**src/dispatch_pkg.sv**
```systemverilog
// dispatch stage shared types
`default_nettype none

package dispatch_pkg;

    //////////////////////////////////////////////////////////////////////////////
    // isa widths and instruction word
    //////////////////////////////////////////////////////////////////////////////

    localparam int xlen = 32;

    typedef logic [4:0] reg_idx_t;

    // x0, hard-wired zero
    localparam reg_idx_t zero_reg = 5'd0;

    // r-type field view
    typedef struct packed {
        logic [6:0] funct7;
        reg_idx_t   rs2;
        reg_idx_t   rs1;
        logic [2:0] funct3;
        reg_idx_t   rd;
        logic [6:0] opcode;
    } inst_r_t;

    typedef union packed {
        logic [31:0] raw;
        inst_r_t     r;
    } inst_t;

    //////////////////////////////////////////////////////////////////////////////
    // opcode match values
    //////////////////////////////////////////////////////////////////////////////

    // major opcodes, low two bits always 11
    typedef enum logic [6:0] {
        op_load   = 7'b0000011,
        op_imm    = 7'b0010011,
        op_auipc  = 7'b0010111,
        op_store  = 7'b0100011,
        op_reg    = 7'b0110011,
        op_lui    = 7'b0110111,
        op_branch = 7'b1100011,
        op_jalr   = 7'b1100111,
        op_jal    = 7'b1101111,
        op_system = 7'b1110011
    } opcode_t;

    localparam logic [6:0] funct7_base = 7'b0000000;
    // sub and sra
    localparam logic [6:0] funct7_alt  = 7'b0100000;
    // m extension
    localparam logic [6:0] funct7_mul  = 7'b0000001;
    // full word, treated as halt
    localparam logic [31:0] wfi_inst   = 32'h1050_0073;

    //////////////////////////////////////////////////////////////////////////////
    // datapath controls
    //////////////////////////////////////////////////////////////////////////////

    typedef enum logic [1:0] {
        opa_is_rs1,
        opa_is_pc,
        opa_is_zero
    } opa_sel_t;

    typedef enum logic [2:0] {
        opb_is_rs2,
        opb_is_i_imm,
        opb_is_s_imm,
        opb_is_b_imm,
        opb_is_u_imm,
        opb_is_j_imm
    } opb_sel_t;

    typedef enum logic [3:0] {
        alu_add,
        alu_sub,
        alu_slt,
        alu_sltu,
        alu_and,
        alu_or,
        alu_xor,
        alu_sll,
        alu_srl,
        alu_sra,
        alu_mul,
        alu_mulh,
        alu_mulhsu,
        alu_mulhu
    } alu_func_t;

    typedef struct packed {
        opa_sel_t  opa_select;
        opb_sel_t  opb_select;
        alu_func_t alu_func;
        logic      has_dest;
        logic      rd_mem;
        logic      wr_mem;
        logic      cond_branch;
        logic      uncond_branch;
        logic      csr_op;
        logic      halt;
        logic      illegal;
    } ctrl_t;

    // add x0, x0, x0 with every flag low
    localparam ctrl_t nop_ctrl = '{
        opa_select: opa_is_rs1,
        opb_select: opb_is_rs2,
        alu_func:   alu_add,
        default:    1'b0
    };

    //////////////////////////////////////////////////////////////////////////////
    // stage packets
    //////////////////////////////////////////////////////////////////////////////

    // instruction buffer entry
    typedef struct packed {
        logic            valid;
        inst_t           inst;
        logic [xlen-1:0] pc;
        logic [xlen-1:0] npc;
    } ib_packet_t;

    // writeback port into the register file
    typedef struct packed {
        logic            en;
        reg_idx_t        idx;
        logic [xlen-1:0] data;
    } wb_write_t;

    typedef struct packed {
        logic            valid;
        inst_t           inst;
        logic [xlen-1:0] pc;
        logic [xlen-1:0] npc;
        ctrl_t           ctrl;
        reg_idx_t        dest_reg_idx;
        logic [xlen-1:0] rs1_value;
        logic [xlen-1:0] rs2_value;
        logic            mem;
    } rs_packet_t;

    typedef struct packed {
        inst_t           inst;
        logic [xlen-1:0] pc;
        logic [xlen-1:0] npc;
        reg_idx_t        dest_reg_idx;
        logic            rd_mem;
        logic            wr_mem;
    } lsq_packet_t;

    typedef struct packed {
        reg_idx_t        dest_reg_idx;
        logic [xlen-1:0] pc;
        logic [xlen-1:0] npc;
        logic            is_branch;
    } rob_packet_t;

endpackage

`default_nettype wire

```
**src/rv32_decoder.sv**
```systemverilog
// rv32im instruction decoder
`default_nettype none

module rv32_decoder (
    input  dispatch_pkg::inst_t inst,
    input  logic                valid,
    output dispatch_pkg::ctrl_t ctrl
);

    // funct3 to base alu op, alt picks sub / sra
    function automatic dispatch_pkg::alu_func_t base_alu(input logic [2:0] funct3,
                                                        input logic       alt);
        dispatch_pkg::alu_func_t func;
        case (funct3)
            3'b000:  func = alt ? dispatch_pkg::alu_sub : dispatch_pkg::alu_add;
            3'b001:  func = dispatch_pkg::alu_sll;
            3'b010:  func = dispatch_pkg::alu_slt;
            3'b011:  func = dispatch_pkg::alu_sltu;
            3'b100:  func = dispatch_pkg::alu_xor;
            3'b101:  func = alt ? dispatch_pkg::alu_sra : dispatch_pkg::alu_srl;
            3'b110:  func = dispatch_pkg::alu_or;
            default: func = dispatch_pkg::alu_and;
        endcase
        return func;
    endfunction

    // encoding outside the supported subset
    logic bad;

    always_comb begin
        // nop unless something below matches
        ctrl = dispatch_pkg::nop_ctrl;
        bad  = 1'b0;
        if (valid) begin
            case (inst.r.opcode)
                dispatch_pkg::op_lui: begin
                    ctrl.has_dest   = 1'b1;
                    ctrl.opa_select = dispatch_pkg::opa_is_zero;
                    ctrl.opb_select = dispatch_pkg::opb_is_u_imm;
                end
                dispatch_pkg::op_auipc: begin
                    ctrl.has_dest   = 1'b1;
                    ctrl.opa_select = dispatch_pkg::opa_is_pc;
                    ctrl.opb_select = dispatch_pkg::opb_is_u_imm;
                end
                dispatch_pkg::op_jal: begin
                    ctrl.has_dest      = 1'b1;
                    ctrl.opa_select    = dispatch_pkg::opa_is_pc;
                    ctrl.opb_select    = dispatch_pkg::opb_is_j_imm;
                    ctrl.uncond_branch = 1'b1;
                end
                dispatch_pkg::op_jalr: begin
                    bad                = inst.r.funct3 != 3'b000;
                    ctrl.has_dest      = 1'b1;
                    ctrl.opb_select    = dispatch_pkg::opb_is_i_imm;
                    ctrl.uncond_branch = 1'b1;
                end
                dispatch_pkg::op_branch: begin
                    // funct3 010 and 011 unassigned
                    bad              = inst.r.funct3[2:1] == 2'b01;
                    ctrl.opa_select  = dispatch_pkg::opa_is_pc;
                    ctrl.opb_select  = dispatch_pkg::opb_is_b_imm;
                    ctrl.cond_branch = 1'b1;
                end
                dispatch_pkg::op_load: begin
                    // lb lh lw lbu lhu only
                    bad             = (inst.r.funct3 == 3'b011) || (inst.r.funct3[2:1] == 2'b11);
                    ctrl.has_dest   = 1'b1;
                    ctrl.opb_select = dispatch_pkg::opb_is_i_imm;
                    ctrl.rd_mem     = 1'b1;
                end
                dispatch_pkg::op_store: begin
                    // sb sh sw only
                    bad             = inst.r.funct3[2] || (inst.r.funct3 == 3'b011);
                    ctrl.opb_select = dispatch_pkg::opb_is_s_imm;
                    ctrl.wr_mem     = 1'b1;
                end
                dispatch_pkg::op_imm: begin
                    ctrl.has_dest   = 1'b1;
                    ctrl.opb_select = dispatch_pkg::opb_is_i_imm;
                    ctrl.alu_func   = base_alu(inst.r.funct3,
                        (inst.r.funct3 == 3'b101) && (inst.r.funct7 == dispatch_pkg::funct7_alt));
                    // shift amounts leave imm[11:5] as a funct7
                    if (inst.r.funct3 == 3'b001) begin
                        bad = inst.r.funct7 != dispatch_pkg::funct7_base;
                    end else if (inst.r.funct3 == 3'b101) begin
                        bad = (inst.r.funct7 != dispatch_pkg::funct7_base)
                           && (inst.r.funct7 != dispatch_pkg::funct7_alt);
                    end
                end
                dispatch_pkg::op_reg: begin
                    ctrl.has_dest = 1'b1;
                    if (inst.r.funct7 == dispatch_pkg::funct7_mul) begin
                        // divides are not handled here
                        bad = inst.r.funct3[2];
                        case (inst.r.funct3[1:0])
                            2'b00:   ctrl.alu_func = dispatch_pkg::alu_mul;
                            2'b01:   ctrl.alu_func = dispatch_pkg::alu_mulh;
                            2'b10:   ctrl.alu_func = dispatch_pkg::alu_mulhsu;
                            default: ctrl.alu_func = dispatch_pkg::alu_mulhu;
                        endcase
                    end else begin
                        ctrl.alu_func = base_alu(inst.r.funct3,
                                                 inst.r.funct7 == dispatch_pkg::funct7_alt);
                        // alt form exists for sub and sra only
                        if (inst.r.funct7 == dispatch_pkg::funct7_alt) begin
                            bad = !(inst.r.funct3 inside {3'b000, 3'b101});
                        end else begin
                            bad = inst.r.funct7 != dispatch_pkg::funct7_base;
                        end
                    end
                end
                dispatch_pkg::op_system: begin
                    if (inst.raw == dispatch_pkg::wfi_inst) begin
                        ctrl.halt = 1'b1;
                    end else if (inst.r.funct3 inside {3'b001, 3'b010, 3'b011}) begin
                        // csrrw csrrs csrrc
                        ctrl.csr_op = 1'b1;
                    end else begin
                        bad = 1'b1;
                    end
                end
                default: begin
                    bad = 1'b1;
                end
            endcase
        end
        // unsupported word goes out as a flagged nop
        if (bad) begin
            ctrl         = dispatch_pkg::nop_ctrl;
            ctrl.illegal = 1'b1;
        end
    end

endmodule

`default_nettype wire

```
**src/arch_regfile.sv**
```systemverilog
// architectural register file
`default_nettype none

module arch_regfile (
    input  logic                          clock,
    input  logic                          reset,
    input  dispatch_pkg::reg_idx_t        read_idx_1,
    input  dispatch_pkg::reg_idx_t        read_idx_2,
    input  dispatch_pkg::wb_write_t       write,
    output logic [dispatch_pkg::xlen-1:0] read_data_1,
    output logic [dispatch_pkg::xlen-1:0] read_data_2
);

    // x1..x31, x0 never stored
    logic [dispatch_pkg::xlen-1:0] registers [1:31];

    // both read ports as one indexed pair
    dispatch_pkg::reg_idx_t        rd_idx  [2];
    logic [dispatch_pkg::xlen-1:0] rd_data [2];

    assign rd_idx[0]   = read_idx_1;
    assign rd_idx[1]   = read_idx_2;
    assign read_data_1 = rd_data[0];
    assign read_data_2 = rd_data[1];

    for (genvar p = 0; p < 2; p++) begin : g_read
        always_comb begin
            if (rd_idx[p] == dispatch_pkg::zero_reg) begin
                rd_data[p] = '0;
            end else if (write.en && (write.idx == rd_idx[p])) begin
                // same-cycle writeback bypass
                rd_data[p] = write.data;
            end else begin
                rd_data[p] = registers[rd_idx[p]];
            end
        end
    end

    // single writeback port, x0 writes dropped
    always_ff @(posedge clock) begin
        if (reset) begin
            for (int i = 1; i < 32; i++) begin
                registers[i] <= '0;
            end
        end else if (write.en && (write.idx != dispatch_pkg::zero_reg)) begin
            registers[write.idx] <= write.data;
        end
    end

endmodule

`default_nettype wire

```
**src/rename_map_table.sv**
```systemverilog
// register to rob tag map table
`default_nettype none

module rename_map_table #(
    parameter int ROB_SIZE = 32
) (
    input  logic                        clock,
    input  logic                        reset,
    input  logic                        enable,
    input  logic                        squash,
    input  logic                        has_dest,
    input  dispatch_pkg::reg_idx_t      read_idx_1,
    input  dispatch_pkg::reg_idx_t      read_idx_2,
    input  dispatch_pkg::reg_idx_t      dest_reg_idx,
    input  logic [$clog2(ROB_SIZE)-1:0] rob_tail,
    output logic [$clog2(ROB_SIZE)-1:0] tag_1,
    output logic [$clog2(ROB_SIZE)-1:0] tag_2,
    output logic [1:0]                  tag_valid
);

    // one tag and one valid bit per architectural register
    logic [$clog2(ROB_SIZE)-1:0] tags [32];
    logic [31:0]                 valid_bits;

    // asynchronous reads, bit 0 is src1
    assign tag_1     = tags[read_idx_1];
    assign tag_2     = tags[read_idx_2];
    assign tag_valid = {valid_bits[read_idx_2], valid_bits[read_idx_1]};

    // squash beats a same-cycle update
    always_ff @(posedge clock) begin
        if (reset || squash) begin
            for (int i = 0; i < 32; i++) begin
                tags[i] <= '0;
            end
            valid_bits <= '0;
        end else if (enable && has_dest) begin
            // x0 gets an entry too
            tags[dest_reg_idx]       <= rob_tail;
            valid_bits[dest_reg_idx] <= 1'b1;
        end
    end

endmodule

`default_nettype wire

```
**src/dispatch_stage.sv**
```systemverilog
// single-issue dispatch stage
`default_nettype none

module dispatch_stage #(
    parameter int ROB_SIZE = 32
) (
    input  logic                        clock,
    input  logic                        reset,
    input  logic                        enable,
    input  logic                        take_branch,
    input  dispatch_pkg::ib_packet_t    ib_packet,
    input  logic [$clog2(ROB_SIZE)-1:0] rob_tail,
    input  dispatch_pkg::wb_write_t     wb_write,
    output dispatch_pkg::rs_packet_t    rs_packet,
    output dispatch_pkg::lsq_packet_t   lsq_packet,
    output dispatch_pkg::rob_packet_t   rob_packet,
    output logic [$clog2(ROB_SIZE)-1:0] src1_tag,
    output logic [$clog2(ROB_SIZE)-1:0] src2_tag,
    output logic [1:0]                  src_tag_valid
);

    dispatch_pkg::ctrl_t           ctrl;
    dispatch_pkg::reg_idx_t        dest_reg_idx;
    logic [dispatch_pkg::xlen-1:0] rs1_value;
    logic [dispatch_pkg::xlen-1:0] rs2_value;

    //////////////////////////////////////////////////////////////////////////////
    // decode, operand read, rename
    //////////////////////////////////////////////////////////////////////////////

    rv32_decoder u_decoder (
        .inst  (ib_packet.inst),
        .valid (ib_packet.valid),
        .ctrl  (ctrl)
    );

    // no destination maps to x0
    assign dest_reg_idx = ctrl.has_dest ? ib_packet.inst.r.rd : dispatch_pkg::zero_reg;

    arch_regfile u_regfile (
        .clock       (clock),
        .reset       (reset),
        .read_idx_1  (ib_packet.inst.r.rs1),
        .read_idx_2  (ib_packet.inst.r.rs2),
        .write       (wb_write),
        .read_data_1 (rs1_value),
        .read_data_2 (rs2_value)
    );

    // sources looked up before this instruction claims its dest
    rename_map_table #(
        .ROB_SIZE (ROB_SIZE)
    ) u_map_table (
        .clock        (clock),
        .reset        (reset),
        .enable       (enable),
        .squash       (take_branch),
        .has_dest     (ctrl.has_dest),
        .read_idx_1   (ib_packet.inst.r.rs1),
        .read_idx_2   (ib_packet.inst.r.rs2),
        .dest_reg_idx (dest_reg_idx),
        .rob_tail     (rob_tail),
        .tag_1        (src1_tag),
        .tag_2        (src2_tag),
        .tag_valid    (src_tag_valid)
    );

    //////////////////////////////////////////////////////////////////////////////
    // output packets
    //////////////////////////////////////////////////////////////////////////////

    always_comb begin
        // illegal words never reach the rs
        rs_packet.valid        = ib_packet.valid && !ctrl.illegal;
        rs_packet.inst         = ib_packet.inst;
        rs_packet.pc           = ib_packet.pc;
        rs_packet.npc          = ib_packet.npc;
        rs_packet.ctrl         = ctrl;
        rs_packet.dest_reg_idx = dest_reg_idx;
        rs_packet.rs1_value    = rs1_value;
        rs_packet.rs2_value    = rs2_value;
        rs_packet.mem          = ctrl.rd_mem || ctrl.wr_mem;

        // lsq copy
        lsq_packet.inst         = rs_packet.inst;
        lsq_packet.pc           = rs_packet.pc;
        lsq_packet.npc          = rs_packet.npc;
        lsq_packet.dest_reg_idx = rs_packet.dest_reg_idx;
        lsq_packet.rd_mem       = ctrl.rd_mem;
        lsq_packet.wr_mem       = ctrl.wr_mem;

        // rob copy, jumps count as branches
        rob_packet.dest_reg_idx = rs_packet.dest_reg_idx;
        rob_packet.pc           = rs_packet.pc;
        rob_packet.npc          = rs_packet.npc;
        rob_packet.is_branch    = ctrl.cond_branch || ctrl.uncond_branch;
    end

endmodule

`default_nettype wire

```
**config.mk**
```make
export PLATFORM = sky130hd
export DESIGN_NAME = dispatch_stage
export DESIGN_NICKNAME = d
export VERILOG_FILES = /design/src/dispatch_pkg.sv /design/src/rv32_decoder.sv /design/src/arch_regfile.sv /design/src/rename_map_table.sv /design/src/dispatch_stage.sv
export SDC_FILE = /design/constraint.sdc
export NUM_CORES = 2
export LEC_CHECK = 0
export BUFFER_PORTS_ARGS = -buffer_cell sky130_fd_sc_hd__buf_2
export CAP_MARGIN = 20
export CORE_ASPECT_RATIO = 0.5
export CORE_MARGIN = 4
export CORE_UTILIZATION = 45
export CTS_CLUSTER_SIZE = 24
export DETAILED_ROUTE_END_ITERATION = 10
export GPL_ROUTABILITY_DRIVEN = 0
export PLACE_DENSITY_LB_ADDON = 0.1
export RECOVER_POWER = 100
export SYNTH_ARGS = -nofsm -noshare
export SYNTH_HDL_FRONTEND = slang
export SYNTH_SLANG_ARGS = --single-unit
```
**constraint.sdc**
```tcl
create_clock -name clock -period 3.07 [get_ports clock]
set_input_delay 0.307 -clock clock [delete_from_list [all_inputs] [get_ports clock]]
set_output_delay 0.307 -clock clock [all_outputs]
set_load 0.1 [all_outputs]
```
==> metrics <==
status=finished with violations; failing checks=capacitance limit, slew limit, setup timing; max cap viols=24; pwr/cell area=between 500 and 600 nW/um^2; setup slack after layout=-567 ps; Slew HR=-23.1%; height of the die=282 um; wire per inst=approximately 38 um; Final Instance Area=around 76000 um^2; largest net degree at the start of global routing=a little over 80; DR vias/cell=6.58; Core ar.=~150000 um^2; Die Width=~560 um; RSZ-0062 raised after global routing=yes; Main synth FF type=edfxtp_1; IO Pins=513; worst setup path class=reg -> out; top cells by area, synth=edfxtp_1, mux4_2, and2_1, buf_4, clkbuf_1; total gr overflow=0; mapped cell area=67400 um^2; Synthesis Warnings=0; cell count after synthesis=approximately 4.7k; H-tree levels=3; Initial Util=~45%; DRT Pass-1 Iters=6; fin cells=around 6.9k; Worst EP arrival=3330 ps; Synth area leader=edfxtp_1; worst hold path type=in -> reg; Synth Register Bits=about 1.2k; dpl cells=roughly 6.6k; dpl hpwl=163000 um; Clock Latency Late Sink=720 ps; post-synth top area share=52.7%; asr flop ratio synth=0%; CTS max path bufs=3; Clock Skew=0 ps; 1st-iter DRT viols=a little over 7k; WP data required=roughly 2800 ps; first-pass GRT wire length=355000 um; Layout area overhead=13.1%; Nets=about 4.9k; critical path peak fanout=2; Post-synth EDFFs=between 1k and 1.5k; die area=157000 um^2; Filler cells=~12k; Reg clk slew, reported paths=~70 ps; DRC viols=0; I/O Buffers=roughly 260; fin crit share=118%; Period minus WS final=around 3600 ps; layout cell share with drive strength beyond 1=30.4%; synth unique cells=71; P_leak=between 0.02 and 0.03 uW; DRT antenna net count=0; syn_area_per_cell=14.5 um^2; Hold Vio Cnt, Final=0; worst-margin pin slew=~1800 ps; Max IR drop VDD=0.515 mV; Critical Path End Type=primary output; Total GRT Usage=around 33%; cell area after placement=~74000 um^2; Worst setup SP type=register; post-synthesis sequential area ratio=53.7%; initial antenna violation count=30; total clock sinks=about 1.2k; FMAX=275 MHz; CTS tree=yes; row cnt=100; vias in the first global route=roughly 45k; routed wire length=roughly 260000 um; final setup vio count=between 200 and 250; max-slew violations=around 680; clk root buf=clkbuf_16; CTS buffer count=117; vias=between 40k and 50k
==> cells in the mapped netlist (12+ instances only) <==
cell type and number:
edfxtp_1 1184, and2_1 1000, mux4_2 653, clkbuf_1 324, buf_4 285, nor2_1 243
nand2_1 162, buf_2 81, o22ai_1 78, o21ai_0 73, a22oi_1 57, mux2i_1 43
o211ai_1 35, buf_1 34, or2_2 34, nand3_1 33, dfxtp_1 32, a21oi_1 30
and4_1 30, o31ai_1 20, a211oi_1 17, mux2_2 15, nor3_1 15, a22o_1 12
==> power breakdown <==
group / switching, uW / internal, uW / total, uW
clock: 6700 / 7970 / 14700
combinational: 4770 / 2650 / 7420
sequential: 436 / 19100 / 19500
total: 11900 / 29700 / 41600
==> cell type report <==
type | count | area [um^2] | share of cell area [%]
Antenna cell | 10 | 25.0 | 0.0328
Clock buffer | 150 | 3060 | 4.01
Clock inverter | 69 | 668 | 0.876
Inverter | 9 | 33.8 | 0.0443
Multi-Input combinational cell | 2738 | 27800 | 36.5
Sequential cell | 1216 | 36200 | 47.5
Tap cell | 1989 | 2490 | 3.26
Timing Repair Buffer | 679 | 5990 | 7.86
==> final timing paths <==
check	end	from	slack [ps]	cells after the start
worst max-delay path	rs_packet[10]	u_regfile.registers[17][9]	-570	5
worst min-delay path	u_regfile.registers[20][21]	wb_write[21]	110	2
worst max register to register	u_map_table.valid_bits[2]	u_map_table.valid_bits[2]	2400	1
worst min register to register	u_map_table.valid_bits[14]	u_map_table.valid_bits[14]	470	2
==> critical path, cell delays in order, from the launching register on <==
cell and delay (ps):
edfxtp_1 410, mux4_2 490, mux4_2 470, o211ai_1 730, nand2_1 220, buf_12 220
==> cell families (layout without fill, tap and decap cells) <==
kind of cell	Yosys count	count (layout)	synth area share (%)
compound gates	373	373	3.77
xor+xnor	11	11	0.143
buf+inv	740	907	5.95
flops	1216	1216	53.7
mux	711	711	22.7
other cells	1	42	0.00556
simple gates	1611	1611	13.8
==> layer usage <==
metal	routed length, um	share of wire (%)	track usage [%]	vias up
li1	-	-	-	17756
met4	11800	4.6	12.8	12
met3	34100	13	9.01	653
met2	116000	45	49.9	3314
met1	96000	37	44.6	23436
met5	83	0.032	0	-
==> through the flow <==
stage / total power [uW] / setup TNS (ps) / setup WS (ps) / hold WS [ps] / util, %
after detailed placement: 27400 / -2400 / -344 / 461 / 49.5
after global placement: 27300 / -1840 / -351 / 448 / 49.4
after floorplan: 25500 / -5100 / -511 / 406 / -
after global routing: 42700 / -20660 / -585 / 79.3 / 51.3
final: 41600 / -16260 / -567 / 106 / 51.3
after CTS: 41900 / -1360 / -560 / 35.4 / 52.0
==> flip-flops by register name, indices dropped and copies added (netlist names) <==
register and count:
u_map_table.valid_bits 32, u_map_table.tags 160, u_regfile.registers 1024
==> placed cells by master (no fill, tap or decap), types with 33 or more instances in the layout <==
| cell type | count |
|---|---|
| edfxtp_1 | 1184 |
| and2_1 | 676 |
| mux4_2 | 653 |
| and2_0 | 325 |
| nor2_1 | 197 |
| buf_4 | 195 |
| clkbuf_1 | 193 |
| nand2_1 | 155 |
| buf_12 | 132 |
| clkbuf_16 | 117 |
| o22ai_1 | 78 |
| clkbuf_2 | 78 |
| o21ai_0 | 73 |
| a22oi_1 | 55 |
| buf_2 | 55 |
| mux2i_1 | 43 |
| nor2_4 | 37 |
| o211ai_1 | 35 |
| nand3_1 | 33 |
==> repair_timing <==
item	in CTS	in global routing
hold endpoints to repair	20	0
pin swaps	2	14
cloned	0	0
hold buffers	4	0
gates resized for setup	23	21
setup buffers	0	1
endpoints found under the setup margin	40	32
Power figures use the tool's default switching activity.
